--- config.mk ---
export PLATFORM = sky130hd
export DESIGN_NAME = vec_unit
export DESIGN_NICKNAME = d
export VERILOG_FILES = /design/src/source/vec_pkg.sv /design/src/source/vec_dispatcher.sv /design/src/source/vec_lane.sv /design/src/source/vec_reduction.sv /design/src/source/vec_unit.sv
export SDC_FILE = /design/constraint.sdc
export NUM_CORES = 2
export LEC_CHECK = 0
export BUFFER_PORTS_ARGS = -buffer_cell sky130_fd_sc_hd__buf_2
export CAP_MARGIN = 15
export CORE_MARGIN = 8
export CORE_UTILIZATION = 25
export DETAILED_ROUTE_END_ITERATION = 12
export PLACE_DENSITY = 0.51
export SLEW_MARGIN = 20
export SYNTH_ARGS = -nofsm -noshare
export SYNTH_HDL_FRONTEND = slang
export SYNTH_HIERARCHICAL = 1
export SYNTH_SLANG_ARGS = --single-unit
--- constraint.sdc ---
create_clock -name clk_i -period 7.7 [get_ports clk_i]
set_clock_uncertainty 0.1 [all_clocks]
set_input_delay 1.54 -clock clk_i [delete_from_list [all_inputs] [get_ports clk_i]]
set_output_delay 1.54 -clock clk_i [all_outputs]
set_load 0.03 [all_outputs]
--- src/source/vec_pkg.sv ---
`default_nettype none

package vec_pkg;

  //////////////////////////////////////////////////
  // Sizes
  //////////////////////////////////////////////////

  localparam int unsigned NR_LANES       = 2;
  localparam int unsigned ELEN           = 32;
  localparam int unsigned ELEMS_PER_VREG = 8;
  // Elements interleaved across lanes by index bit 0
  localparam int unsigned ELEMS_PER_LANE = ELEMS_PER_VREG / NR_LANES;
  localparam int unsigned NR_VREGS       = 8;
  localparam int unsigned VREG_IDX_W     = 3;
  localparam int unsigned SLOT_IDX_W     = 2;
  localparam int unsigned WB_ADR_W       = 8;

  //////////////////////////////////////////////////
  // Address map
  //////////////////////////////////////////////////

  // Word addresses on the host bus
  localparam logic [WB_ADR_W-1:0] ADR_CMD       = 8'h00;
  localparam logic [WB_ADR_W-1:0] ADR_STATUS    = 8'h01;
  localparam logic [WB_ADR_W-1:0] ADR_SCALAR    = 8'h02;
  // Element window: bits 5..3 register, 2..1 slot, 0 lane
  localparam logic [WB_ADR_W-1:0] ADR_ELEM_BASE = 8'h80;

  // Command word fields
  localparam int unsigned CMD_OP_LSB  = 0;
  localparam int unsigned CMD_VD_LSB  = 4;
  localparam int unsigned CMD_VS1_LSB = 8;
  localparam int unsigned CMD_VS2_LSB = 12;

  //////////////////////////////////////////////////
  // Types
  //////////////////////////////////////////////////

  typedef logic [ELEN-1:0] elem_t;

  typedef enum logic [2:0] {
    OP_VADD    = 3'd0,
    OP_VSUB    = 3'd1,
    OP_VAND    = 3'd2,
    OP_VXOR    = 3'd3,
    OP_VREDSUM = 3'd4
  } vec_op_e;

  // Only one instruction in flight at a time
  typedef enum logic [1:0] {
    ST_IDLE   = 2'd0,
    ST_EXEC   = 2'd1,
    ST_REDUCE = 2'd2
  } disp_state_e;

endpackage : vec_pkg

`default_nettype wire

--- src/source/vec_dispatcher.sv ---
`timescale 1ns/1ps
`default_nettype none

module vec_dispatcher (
  input  logic                                   clk_i,
  input  logic                                   arst_n_i,
  // Wishbone classic slave
  input  logic                                   wb_cyc_i,
  input  logic                                   wb_stb_i,
  input  logic                                   wb_we_i,
  input  logic [vec_pkg::WB_ADR_W-1:0]           wb_adr_i,
  input  vec_pkg::elem_t                         wb_dat_i,
  output vec_pkg::elem_t                         wb_dat_o,
  output logic                                   wb_ack_o,
  // Command to the lanes
  output logic                                   start_o,
  output vec_pkg::vec_op_e                       op_o,
  output logic [vec_pkg::VREG_IDX_W-1:0]         vd_o,
  output logic [vec_pkg::VREG_IDX_W-1:0]         vs1_o,
  output logic [vec_pkg::VREG_IDX_W-1:0]         vs2_o,
  // Host element access
  output logic [vec_pkg::NR_LANES-1:0]           elem_we_o,
  output logic [vec_pkg::VREG_IDX_W-1:0]         elem_reg_o,
  output logic [vec_pkg::SLOT_IDX_W-1:0]         elem_slot_o,
  output vec_pkg::elem_t                         elem_wdata_o,
  input  vec_pkg::elem_t [vec_pkg::NR_LANES-1:0] elem_rdata_i,
  // Completion
  input  logic [vec_pkg::NR_LANES-1:0]           lane_done_i,
  input  vec_pkg::elem_t                         scalar_i,
  input  logic                                   scalar_valid_i
);

  import vec_pkg::*;

  disp_state_e                 state_q, state_d;
  logic                        req, busy, can_ack, cmd_fire;
  logic                        sel_cmd, sel_status, sel_scalar, sel_elem;
  logic                        lane_sel;
  logic [$bits(vec_op_e)-1:0]  cmd_op_raw;
  logic                        op_known;
  logic                        ack_q, start_q;
  vec_op_e                     op_q;
  logic [VREG_IDX_W-1:0]       vd_q, vs1_q, vs2_q;
  elem_t                       rdata, dat_q;

  //////////////////////////////////////////////////
  // Bus decode
  //////////////////////////////////////////////////

  // Masked while ack is out so the held strobe is not taken twice
  assign req        = wb_cyc_i & wb_stb_i & ~ack_q;
  assign sel_cmd    = wb_adr_i == ADR_CMD;
  assign sel_status = wb_adr_i == ADR_STATUS;
  assign sel_scalar = wb_adr_i == ADR_SCALAR;
  assign sel_elem   = wb_adr_i[WB_ADR_W-1:VREG_IDX_W+SLOT_IDX_W+1] ==
                      ADR_ELEM_BASE[WB_ADR_W-1:VREG_IDX_W+SLOT_IDX_W+1];
  assign lane_sel   = wb_adr_i[0];

  assign busy = (state_q != ST_IDLE) | start_q;

  // Commands and element accesses wait for idle
  assign can_ack = req & ~((sel_cmd | sel_elem) & busy);

  assign cmd_op_raw = wb_dat_i[CMD_OP_LSB +: $bits(vec_op_e)];
  assign op_known   = cmd_op_raw inside {OP_VADD, OP_VSUB, OP_VAND, OP_VXOR, OP_VREDSUM};
  assign cmd_fire   = can_ack & wb_we_i & sel_cmd & op_known;

  // Element port fields taken straight from the window address
  assign elem_reg_o   = wb_adr_i[VREG_IDX_W+SLOT_IDX_W:SLOT_IDX_W+1];
  assign elem_slot_o  = wb_adr_i[SLOT_IDX_W:1];
  assign elem_wdata_o = wb_dat_i;

  always_comb begin
    elem_we_o = '0;
    if (can_ack && wb_we_i && sel_elem) begin
      elem_we_o[lane_sel] = 1'b1;
    end
  end

  // Unmapped reads give zero
  always_comb begin
    rdata = '0;
    if (sel_status) begin
      rdata[0] = busy;
    end else if (sel_scalar) begin
      rdata = scalar_i;
    end else if (sel_elem) begin
      rdata = elem_rdata_i[lane_sel];
    end
  end

  always_ff @(posedge clk_i) begin
    if (can_ack && !wb_we_i) begin
      dat_q <= rdata;
    end
  end

  //////////////////////////////////////////////////
  // Command latch and FSM
  //////////////////////////////////////////////////

  always_ff @(posedge clk_i or negedge arst_n_i) begin
    if (!arst_n_i) begin
      ack_q   <= 1'b0;
      start_q <= 1'b0;
      op_q    <= OP_VADD;
      vd_q    <= '0;
      vs1_q   <= '0;
      vs2_q   <= '0;
      state_q <= ST_IDLE;
    end else begin
      ack_q   <= can_ack;
      start_q <= cmd_fire;
      state_q <= state_d;
      if (cmd_fire) begin
        op_q  <= vec_op_e'(cmd_op_raw);
        vd_q  <= wb_dat_i[CMD_VD_LSB +: VREG_IDX_W];
        vs1_q <= wb_dat_i[CMD_VS1_LSB +: VREG_IDX_W];
        vs2_q <= wb_dat_i[CMD_VS2_LSB +: VREG_IDX_W];
      end
    end
  end

  always_comb begin
    state_d = state_q;
    case (state_q)
      ST_IDLE: begin
        if (start_q) state_d = ST_EXEC;
      end
      ST_EXEC: begin
        // Lanes run in lockstep so done arrives together
        if (&lane_done_i) state_d = (op_q == OP_VREDSUM) ? ST_REDUCE : ST_IDLE;
      end
      ST_REDUCE: begin
        if (scalar_valid_i) state_d = ST_IDLE;
      end
      default: state_d = ST_IDLE;
    endcase
  end

  assign wb_ack_o = ack_q;
  assign wb_dat_o = dat_q;
  assign start_o  = start_q;
  assign op_o     = op_q;
  assign vd_o     = vd_q;
  assign vs1_o    = vs1_q;
  assign vs2_o    = vs2_q;

  //////////////////////////////////////////////////
  // Assertions
  //////////////////////////////////////////////////

  a_ack_single : assert property (@(posedge clk_i) disable iff (!arst_n_i)
    wb_ack_o |=> !wb_ack_o)
    else $error("ack held for two cycles");

  a_start_idle : assert property (@(posedge clk_i) disable iff (!arst_n_i)
    start_o |-> state_q == ST_IDLE)
    else $error("start outside idle");

endmodule : vec_dispatcher

`default_nettype wire

--- src/source/vec_lane.sv ---
`timescale 1ns/1ps
`default_nettype none

module vec_lane (
  input  logic                           clk_i,
  input  logic                           arst_n_i,
  // Command, held stable by the dispatcher during execution
  input  logic                           start_i,
  input  vec_pkg::vec_op_e               op_i,
  input  logic [vec_pkg::VREG_IDX_W-1:0] vd_i,
  input  logic [vec_pkg::VREG_IDX_W-1:0] vs1_i,
  input  logic [vec_pkg::VREG_IDX_W-1:0] vs2_i,
  // Host element access
  input  logic                           elem_we_i,
  input  logic [vec_pkg::VREG_IDX_W-1:0] elem_reg_i,
  input  logic [vec_pkg::SLOT_IDX_W-1:0] elem_slot_i,
  input  vec_pkg::elem_t                 elem_wdata_i,
  output vec_pkg::elem_t                 elem_rdata_o,
  // Results
  output logic                           done_o,
  output vec_pkg::elem_t                 partial_sum_o,
  output logic                           partial_valid_o
);

  import vec_pkg::*;

  // Register slice: this lane's elements of every vector register
  elem_t                 vrf_q [NR_VREGS][ELEMS_PER_LANE];

  logic                  exec_q;
  logic [SLOT_IDX_W-1:0] slot_q;
  logic                  last_slot;
  logic                  is_red;
  elem_t                 opa, opb;
  elem_t                 alu_res;
  elem_t                 acc_q, acc_sum;

  //////////////////////////////////////////////////
  // Operands and ALU
  //////////////////////////////////////////////////

  assign opa       = vrf_q[vs1_i][slot_q];
  assign opb       = vrf_q[vs2_i][slot_q];
  assign last_slot = slot_q == SLOT_IDX_W'(ELEMS_PER_LANE - 1);
  assign is_red    = op_i == OP_VREDSUM;

  always_comb begin
    alu_res = '0;
    case (op_i)
      OP_VADD: alu_res = opb + opa;
      // RVV operand order, vd = vs2 - vs1
      OP_VSUB: alu_res = opb - opa;
      OP_VAND: alu_res = opb & opa;
      OP_VXOR: alu_res = opb ^ opa;
      default: alu_res = '0;
    endcase
  end

  // Running sum of vs2, wraps at ELEN bits
  assign acc_sum = acc_q + opb;

  //////////////////////////////////////////////////
  // Slot sequencing
  //////////////////////////////////////////////////

  always_ff @(posedge clk_i or negedge arst_n_i) begin
    if (!arst_n_i) begin
      exec_q <= 1'b0;
      slot_q <= '0;
      acc_q  <= '0;
    end else if (start_i) begin
      exec_q <= 1'b1;
      slot_q <= '0;
      acc_q  <= '0;
    end else if (exec_q) begin
      slot_q <= slot_q + 1'b1;
      acc_q  <= acc_sum;
      if (last_slot) begin
        exec_q <= 1'b0;
      end
    end
  end

  // One write port, host access or ALU result
  always_ff @(posedge clk_i) begin
    if (elem_we_i) begin
      vrf_q[elem_reg_i][elem_slot_i] <= elem_wdata_i;
    end else if (exec_q && !is_red) begin
      vrf_q[vd_i][slot_q] <= alu_res;
    end
  end

  assign elem_rdata_o = vrf_q[elem_reg_i][elem_slot_i];

  // High during the final slot, together with its write
  assign done_o          = exec_q & last_slot;
  assign partial_valid_o = done_o & is_red;
  assign partial_sum_o   = acc_sum;

  //////////////////////////////////////////////////
  // Assertions
  //////////////////////////////////////////////////

  a_no_host_write : assert property (@(posedge clk_i) disable iff (!arst_n_i)
    exec_q |-> !elem_we_i)
    else $error("host element write during execution");

endmodule : vec_lane

`default_nettype wire

--- src/source/vec_reduction.sv ---
`timescale 1ns/1ps
`default_nettype none

module vec_reduction (
  input  logic                                   clk_i,
  input  logic                                   arst_n_i,
  input  vec_pkg::elem_t [vec_pkg::NR_LANES-1:0] partial_sum_i,
  input  logic [vec_pkg::NR_LANES-1:0]           partial_valid_i,
  output vec_pkg::elem_t                         scalar_o,
  output logic                                   scalar_valid_o
);

  import vec_pkg::*;

  elem_t lane_sum;
  elem_t scalar_q;
  logic  all_valid;
  logic  valid_q;

  //////////////////////////////////////////////////
  // Cross-lane combine
  //////////////////////////////////////////////////

  always_comb begin
    lane_sum = '0;
    for (int unsigned l = 0; l < NR_LANES; l++) begin
      lane_sum = lane_sum + partial_sum_i[l];
    end
  end

  assign all_valid = &partial_valid_i;

  // Scalar result held until the next reduction
  always_ff @(posedge clk_i or negedge arst_n_i) begin
    if (!arst_n_i) begin
      scalar_q <= '0;
      valid_q  <= 1'b0;
    end else begin
      valid_q <= all_valid;
      if (all_valid) begin
        scalar_q <= lane_sum;
      end
    end
  end

  assign scalar_o       = scalar_q;
  assign scalar_valid_o = valid_q;

  // Lanes finish in lockstep
  a_lanes_aligned : assert property (@(posedge clk_i) disable iff (!arst_n_i)
    (|partial_valid_i) |-> all_valid)
    else $error("partial sums arrived out of step");

endmodule : vec_reduction

`default_nettype wire

--- src/source/vec_unit.sv ---
`timescale 1ns/1ps
`default_nettype none

module vec_unit (
  input  logic                         clk_i,
  input  logic                         arst_n_i,
  // Wishbone classic slave
  input  logic                         wb_cyc_i,
  input  logic                         wb_stb_i,
  input  logic                         wb_we_i,
  input  logic [vec_pkg::WB_ADR_W-1:0] wb_adr_i,
  input  vec_pkg::elem_t               wb_dat_i,
  output vec_pkg::elem_t               wb_dat_o,
  output logic                         wb_ack_o
);

  import vec_pkg::*;

  // Dispatcher to lanes
  logic                          start;
  vec_op_e                       op;
  logic [VREG_IDX_W-1:0]         vd, vs1, vs2;
  logic [NR_LANES-1:0]           elem_we;
  logic [VREG_IDX_W-1:0]         elem_reg;
  logic [SLOT_IDX_W-1:0]         elem_slot;
  elem_t                         elem_wdata;
  // Lanes back to dispatcher and combiner
  elem_t [NR_LANES-1:0]          elem_rdata;
  logic  [NR_LANES-1:0]          lane_done;
  elem_t [NR_LANES-1:0]          partial_sum;
  logic  [NR_LANES-1:0]          partial_valid;
  // Combiner to dispatcher
  elem_t                         scalar;
  logic                          scalar_valid;

  vec_dispatcher dispatcher_i (
    .clk_i          (clk_i       ),
    .arst_n_i       (arst_n_i    ),
    .wb_cyc_i       (wb_cyc_i    ),
    .wb_stb_i       (wb_stb_i    ),
    .wb_we_i        (wb_we_i     ),
    .wb_adr_i       (wb_adr_i    ),
    .wb_dat_i       (wb_dat_i    ),
    .wb_dat_o       (wb_dat_o    ),
    .wb_ack_o       (wb_ack_o    ),
    .start_o        (start       ),
    .op_o           (op          ),
    .vd_o           (vd          ),
    .vs1_o          (vs1         ),
    .vs2_o          (vs2         ),
    .elem_we_o      (elem_we     ),
    .elem_reg_o     (elem_reg    ),
    .elem_slot_o    (elem_slot   ),
    .elem_wdata_o   (elem_wdata  ),
    .elem_rdata_i   (elem_rdata  ),
    .lane_done_i    (lane_done   ),
    .scalar_i       (scalar      ),
    .scalar_valid_i (scalar_valid)
  );

  for (genvar l = 0; l < NR_LANES; l++) begin : gen_lanes
    vec_lane lane_i (
      .clk_i           (clk_i           ),
      .arst_n_i        (arst_n_i        ),
      .start_i         (start           ),
      .op_i            (op              ),
      .vd_i            (vd              ),
      .vs1_i           (vs1             ),
      .vs2_i           (vs2             ),
      .elem_we_i       (elem_we[l]      ),
      .elem_reg_i      (elem_reg        ),
      .elem_slot_i     (elem_slot       ),
      .elem_wdata_i    (elem_wdata      ),
      .elem_rdata_o    (elem_rdata[l]   ),
      .done_o          (lane_done[l]    ),
      .partial_sum_o   (partial_sum[l]  ),
      .partial_valid_o (partial_valid[l])
    );
  end : gen_lanes

  vec_reduction reduction_i (
    .clk_i           (clk_i        ),
    .arst_n_i        (arst_n_i     ),
    .partial_sum_i   (partial_sum  ),
    .partial_valid_i (partial_valid),
    .scalar_o        (scalar       ),
    .scalar_valid_o  (scalar_valid )
  );

endmodule : vec_unit

`default_nettype wire

==> Word level (Yosys, flattened, before mapping) <==
Memory sizes are Yosys's and may differ from the RTL's.
Index checks and enable logic that the tools add are counted.
{ "op_classes": {"addsub": 9, "magnitude_cmp": 8, "eq_ne": 18, "mux": 69, "n_bitwise": 22, "n_reduce_logical": 24} }
{ "op_table": {"columns": ["operator", "n"], "rows": [
  ["two-way mux 128 bit", 8],
  ["two-way mux 32 bit", 23],
  ["binary-select mux 32 bit (select 2 bit)", 6],
  ["one-hot mux 32 bit (4 select lines)", 2],
  ["OR reduction 128 bit", 2],
  ["demux 32 bit (select 2 bit)", 3],
  ["adder 32 bit", 5],
  ["AND 32 bit", 2],
  ["subtractor 32 bit", 2],
  ["bitwise XOR 32 bit", 2],
  ["two-way mux 2 bit", 9],
  ["two-way mux 1 bit", 14],
  ["== test 3 x 2 -> 1 bit (second input constant)", 4],
  ["AND 1 bit", 11],
  [">= comparator 3 bit (second input constant)", 3],
  ["logical AND 1 bit", 9],
  ["less-than comparator 3 x 1 -> 1 bit (second input constant)", 3],
  ["NOT 2 -> 3 bit", 3],
  ["== test 2 bit (second input constant)", 4],
  ["== test 8 x 1 -> 1 bit (second input constant)", 1],
  ["== test 8 x 2 -> 1 bit (second input constant)", 1],
  ["zero test 8 bit", 1],
  ["== test 3 x 1 -> 1 bit (second input constant)", 2],
  ["== test 3 bit (second input constant)", 2],
  ["17 further kinds", 28]
]} }
{ "word_totals": {"register_bits": 151, "mem_bits_rw": 2048, "inputBits": 45, "out_inout_bits": 33, "word_cells": 169, "mem_count": 2} }
{ "memory_table": {"columns": ["memory", "depth", "width", "rd", "rd_ports_with_merged_regs", "wr", "line_no", "text"], "rows": [
  ["gen_lanes[0].lane_i.vrf_q", 8, 128, 3, 0, 1, "vec_lane.sv:28", "elem_t vrf_q [NR_VREGS][ELEMS_PER_LANE];"],
  ["gen_lanes[1].lane_i.vrf_q", 8, 128, 3, 0, 1, "vec_lane.sv:28", null]
]} }

==> Logic depth before layout (Yosys ltp) <==
{ "logic_depth": {"depth_word": 12, "mapped_depth": 29, "mapped_depth_nobuf": 25} }

==> Hierarchy <==
Netlist, hierarchy kept.
{ "modules_own_cells": {"columns": ["mod", "instances", "cells_each", "area_each_um2"], "rows": [
  ["vec_lane (gen_lanes[1].lane_i)", 1, 3725, 62331.0],
  ["vec_lane (gen_lanes[0].lane_i)", 1, 3708, 61989.5],
  ["vec_reduction", 1, 372, 3047.9],
  ["vec_dispatcher", 1, 232, 2608.8]
]} }

==> Worst setup path after synthesis <==
Ideal clock, no wire load.
{ "synth_path": {"path_type": "input to register", "from": "input wb_adr_i[0] (netlist bit)", "to": "register dispatcher_i.dat_q[0], in the netlist dispatcher_i/wb_dat_o[0] (enable)", "setup_ns": 0.594, "t_arrival_ns": 7.308, "required_ns": 7.006, "slack_ns": -0.302, "stages": 5, "path_cell_list": "clkbuf_1 > nor3_1 > nand2_1 > o21ai_0 > a2111oi_0"} }
{ "synth_between": {"elab_chain_cells": 6} }
{ "synth_rtl": {"columns": ["item", "line_no", "text"], "rows": [
  ["start: declaration", "vec_unit.sv:11", "input logic [vec_pkg::WB_ADR_W-1:0] wb_adr_i,"],
  ["zero test 8 bit", "vec_dispatcher.sv:52", "assign sel_cmd = wb_adr_i == ADR_CMD;"],
  ["bitwise OR 1 bit", "vec_dispatcher.sv:62", "assign can_ack = req & ~((sel_cmd | sel_elem) & busy);"],
  ["AND 1 bit", "vec_dispatcher.sv:62", null],
  ["NOT 1 bit", "vec_dispatcher.sv:62", null],
  ["AND 1 bit", "vec_dispatcher.sv:62", null],
  ["logical AND 1 bit", "vec_dispatcher.sv:93", "if (can_ack && !wb_we_i) begin"],
  ["end signal: assignment", "vec_dispatcher.sv:94", "dat_q <= rdata;"],
  ["end: declaration", "vec_dispatcher.sv:44", "elem_t rdata, dat_q;"]
]} }
Every way passes these cells.
A chain may end at the register's enable or synchronous reset.

==> results.ini <==
[layout]
stdcell_count = 15386
final_util = 0.290
fin_area_um2 = 150000
drive_above_1_share = 0.341
layout_common_cells = 2,080 x edfxtp_1, 1,568 x mux4_2, 624 x mux2i_1, 490 x nand2_1, 404 x buf_4
layout_commonest_cell = edfxtp_1
fillers = 51298
nets = 8525
area_delta_synth_final_pct = 15.7

[clock_network]
htree_levels = 4
cts_tree = yes
clk_latency_ns = 0.98
hold_buffers = 0
root_buffer = clkbuf_16
cts_buffer_depth = 4
cts_buffers = 240
cts.sinks = 2199
clk_pin_slew_ns = 0.06

[global_routing]
grt_use_total = 0.186
grt_overflow_total = 0
grt_max_degree = 93
grt_pass1_vias = 87842
antenna_found_initial = 45
grt_pass1_wl_um = 718000

[floorplan]
core_area_um2 = 519000
start_util = 0.250
rows = 265
die_y_um = 737
die_w_um = 737
ioPinCount = 78
dieArea_um2 = 543000

[place]
dp_hpwl_um = 341000
port_buffers = 77
gp_routability_congestion = 0.903
postPlaceCellArea_um2 = 142000
dpl.cell_count = 14925

[timing]
tightest_slew_ns = 1.18
fin_crit_ns = 7.52
max_freq_mhz = 133
post-route-period-util = 0.977
finalMaxSlewViolations = 0
relSlewSlack = 0.207
finalSetupViolations = 0
hold_viol_final = 0
rsz0062_at_grt = false
hold_slack_ns = 0.383

[logic_synthesis]
ys_top_cells_by_area = edfxtp_1 48%, mux4_2 27%, mux2i_1 4.8%
synth.yosys.seq_area_share = 0.503
syn_area_um2 = 130000
synth_cell_types = 105
synthCells = 8037
yosys.area.top_type = edfxtp_1
yosys_register_bits = 2199
synth_ff_type = edfxtp_1
synth_top_cell_area_share = 0.481
synth_area_per_cell_um2 = 16.2
syn-num-nets = 8328
synth_edf_count = 2080
synthArstFlopShare = 0.0541
yosysWarnings = 6

[setup_path]
crit_path_start_kind = flop
endpoint_kind = flop
crit_type = flop to flop
crit_slowest_cell = dfrtp_4
cp_data_required_time_ns = 8.50
timing.critical_path.arrival_ns = 8.32
crit_path_max_incr_delay_ns = 0.60
crit_fanout = 36
crit_family = simple AND/OR/NAND/NOR gates
worstPathCellList = buf_16 -> buf_12 -> mux4_2 -> mux4_2 -> nand2_1 -> nand2_1 -> ha_1 -> and3_1 -> nand2_1 -> nor4b_1 -> buf_4 -> nor2_1 -> and3_1 -> o41ai_1 -> buf_4 -> a31oi_1 -> xnor2_1 -> ha_1 -> and3_1 -> nand4_1 -> or4_1 -> a211o_1 -> nand3_1
path_buf_inv = 4

[run_status]
status = complete, no violations

[power]
p_leak_uw = 0.0469
power_uw = 36700
vdd_drop_max_v = 0.000267
powerDensity_nw_per_um2 = 244

[drt]
drc = 0
drt_iter0_drc = 11629
vias = 88066
ant_nets = 0
via_per_inst = 5.72
totalWireLength_um = 523000
wl_per_cell_um = 34.0
drtPass1Iterations = 6

[worst_hold_path]
hold_path.class = flop to flop

[flow_run]
maxCapViolCount = 0

==> worst register-to-register path, cell delays in order, from the launching register on <==
cell and delay, ns:
dfrtp_4 0.60, buf_16 0.34, buf_12 0.32, mux4_2 0.53, mux4_2 0.49, nand2_1 0.09, nand2_1 0.42, ha_1 0.58
and3_1 0.23, nand2_1 0.09, nor4b_1 0.46, buf_4 0.21, nor2_1 0.06, and3_1 0.22, o41ai_1 0.40, buf_4 0.19
a31oi_1 0.11, xnor2_1 0.42, ha_1 0.34, and3_1 0.31, nand4_1 0.16, or4_1 0.46, a211o_1 0.32, nand3_1 0.07
==> worst paths after layout <==
check | slack, ns | depth (start not counted) | end | startpoint
setup / recovery | 0.18 | 23 | reduction_i/scalar_o[29] | dispatcher_i/vs2_o[0]
setup reg to reg | 0.18 | 23 | reduction_i/scalar_o[29] | dispatcher_i/vs2_o[0]
max in group asynchronous | 5.49 | 2 | dispatcher_i/vs1_o[2] | arst_n_i
hold reg to reg | 0.38 | 2 | reduction_i/scalar_o[6] | reduction_i/scalar_o[6]
min in group asynchronous | 0.45 | 1 | dispatcher_i/wb_ack_o | arst_n_i
hold / removal | 0.38 | 2 | reduction_i/scalar_o[6] | reduction_i/scalar_o[6]
==> stage by stage <==
| stage | TNS (ns) | worst slack [ns] |
|---|---|---|
| floorplan | 0 | 0.282 |
| global placement | -0.0482 | -0.0482 |
| detailed placement | 0 | 0.254 |
| CTS | 0 | 0.264 |
| global route | 0 | 0.0213 |
| finish | 0 | 0.180 |
==> routing by layer <==
metal	routed length [µm]	GRT usage	vias up
met5	371	0	-
met4	28800	0.0863	22
met3	55500	0.0451	1241
met2	240000	0.295	5742
met1	199000	0.239	46840
li1	-	-	34221
==> logic make-up after synthesis <==
family,after synthesis,share of synthesized area
AND/OR/NAND/NOR,1286,0.0474
XOR/XNOR,185,0.0125
AO/OA/AOI/OAI,1098,0.0574
buffers and inverters,744,0.0276
adder cells (fa/ha/maj),246,0.0240
multiplexers,2279,0.328
flip-flops,2199,0.503
==> layout make-up <==
class                           instances  area (µm²)  share of cell area
Sequential cell                      2199       65500               0.435
Multi-Input combinational cell       5094       61900               0.411
Tap cell                             6942        8690              0.0578
Clock buffer                          290        6300              0.0419
Timing Repair Buffer                  613        6090              0.0405
Clock inverter                        149        1590              0.0106
Inverter                               86         335             0.00223
Antenna cell                           13        32.5            0.000216
==> where the power goes <==
group / total, µW / internal [µW] / switching, µW
registers: 13300 / 13200 / 100
logic: 11500 / 4310 / 7220
clock network: 11900 / 6760 / 5130
total: 36700 / 24300 / 12500
==> cell usage after synthesis (all sizes together), types with 48 or more instances <==
cell type / instances
edfxtp: 2080
mux4: 1572
mux2i: 624
nand2: 494
clkbuf: 342
buf: 316
nor2: 283
ha: 241
o21ai: 223
a22oi: 207
a21oi: 179
xnor2: 121
dfrtp: 119
nand3: 116
mux2: 83
inv: 82
a21o: 75
xor2: 64
nor3: 57
o22ai: 54
nand4: 51
or2: 51
a211oi: 48
==> timing repair <==
item                       in CTS  in global routing
resized for setup               0                  3
setup endpoints to repair       0                125
buffers inserted                0                  5
==> state kept, by name, summed over array words and instances, names as in the netlist, 2 cells and up <==
signal	cells
reduction_i/scalar_o	32
dispatcher_i/vs1_o	3
dispatcher_i/wb_dat_o	32
gen_lanes.lane_i/slot_q	4
gen_lanes.lane_i/acc_q	64
dispatcher_i/vd_o	3
dispatcher_i/vs2_o	3
gen_lanes.lane_i/exec_q	2
gen_lanes.lane_i/vrf_q	2048
dispatcher_i/op_o	3
dispatcher_i/state_q	2
Note: power is estimated with default switching activity, not from simulation.
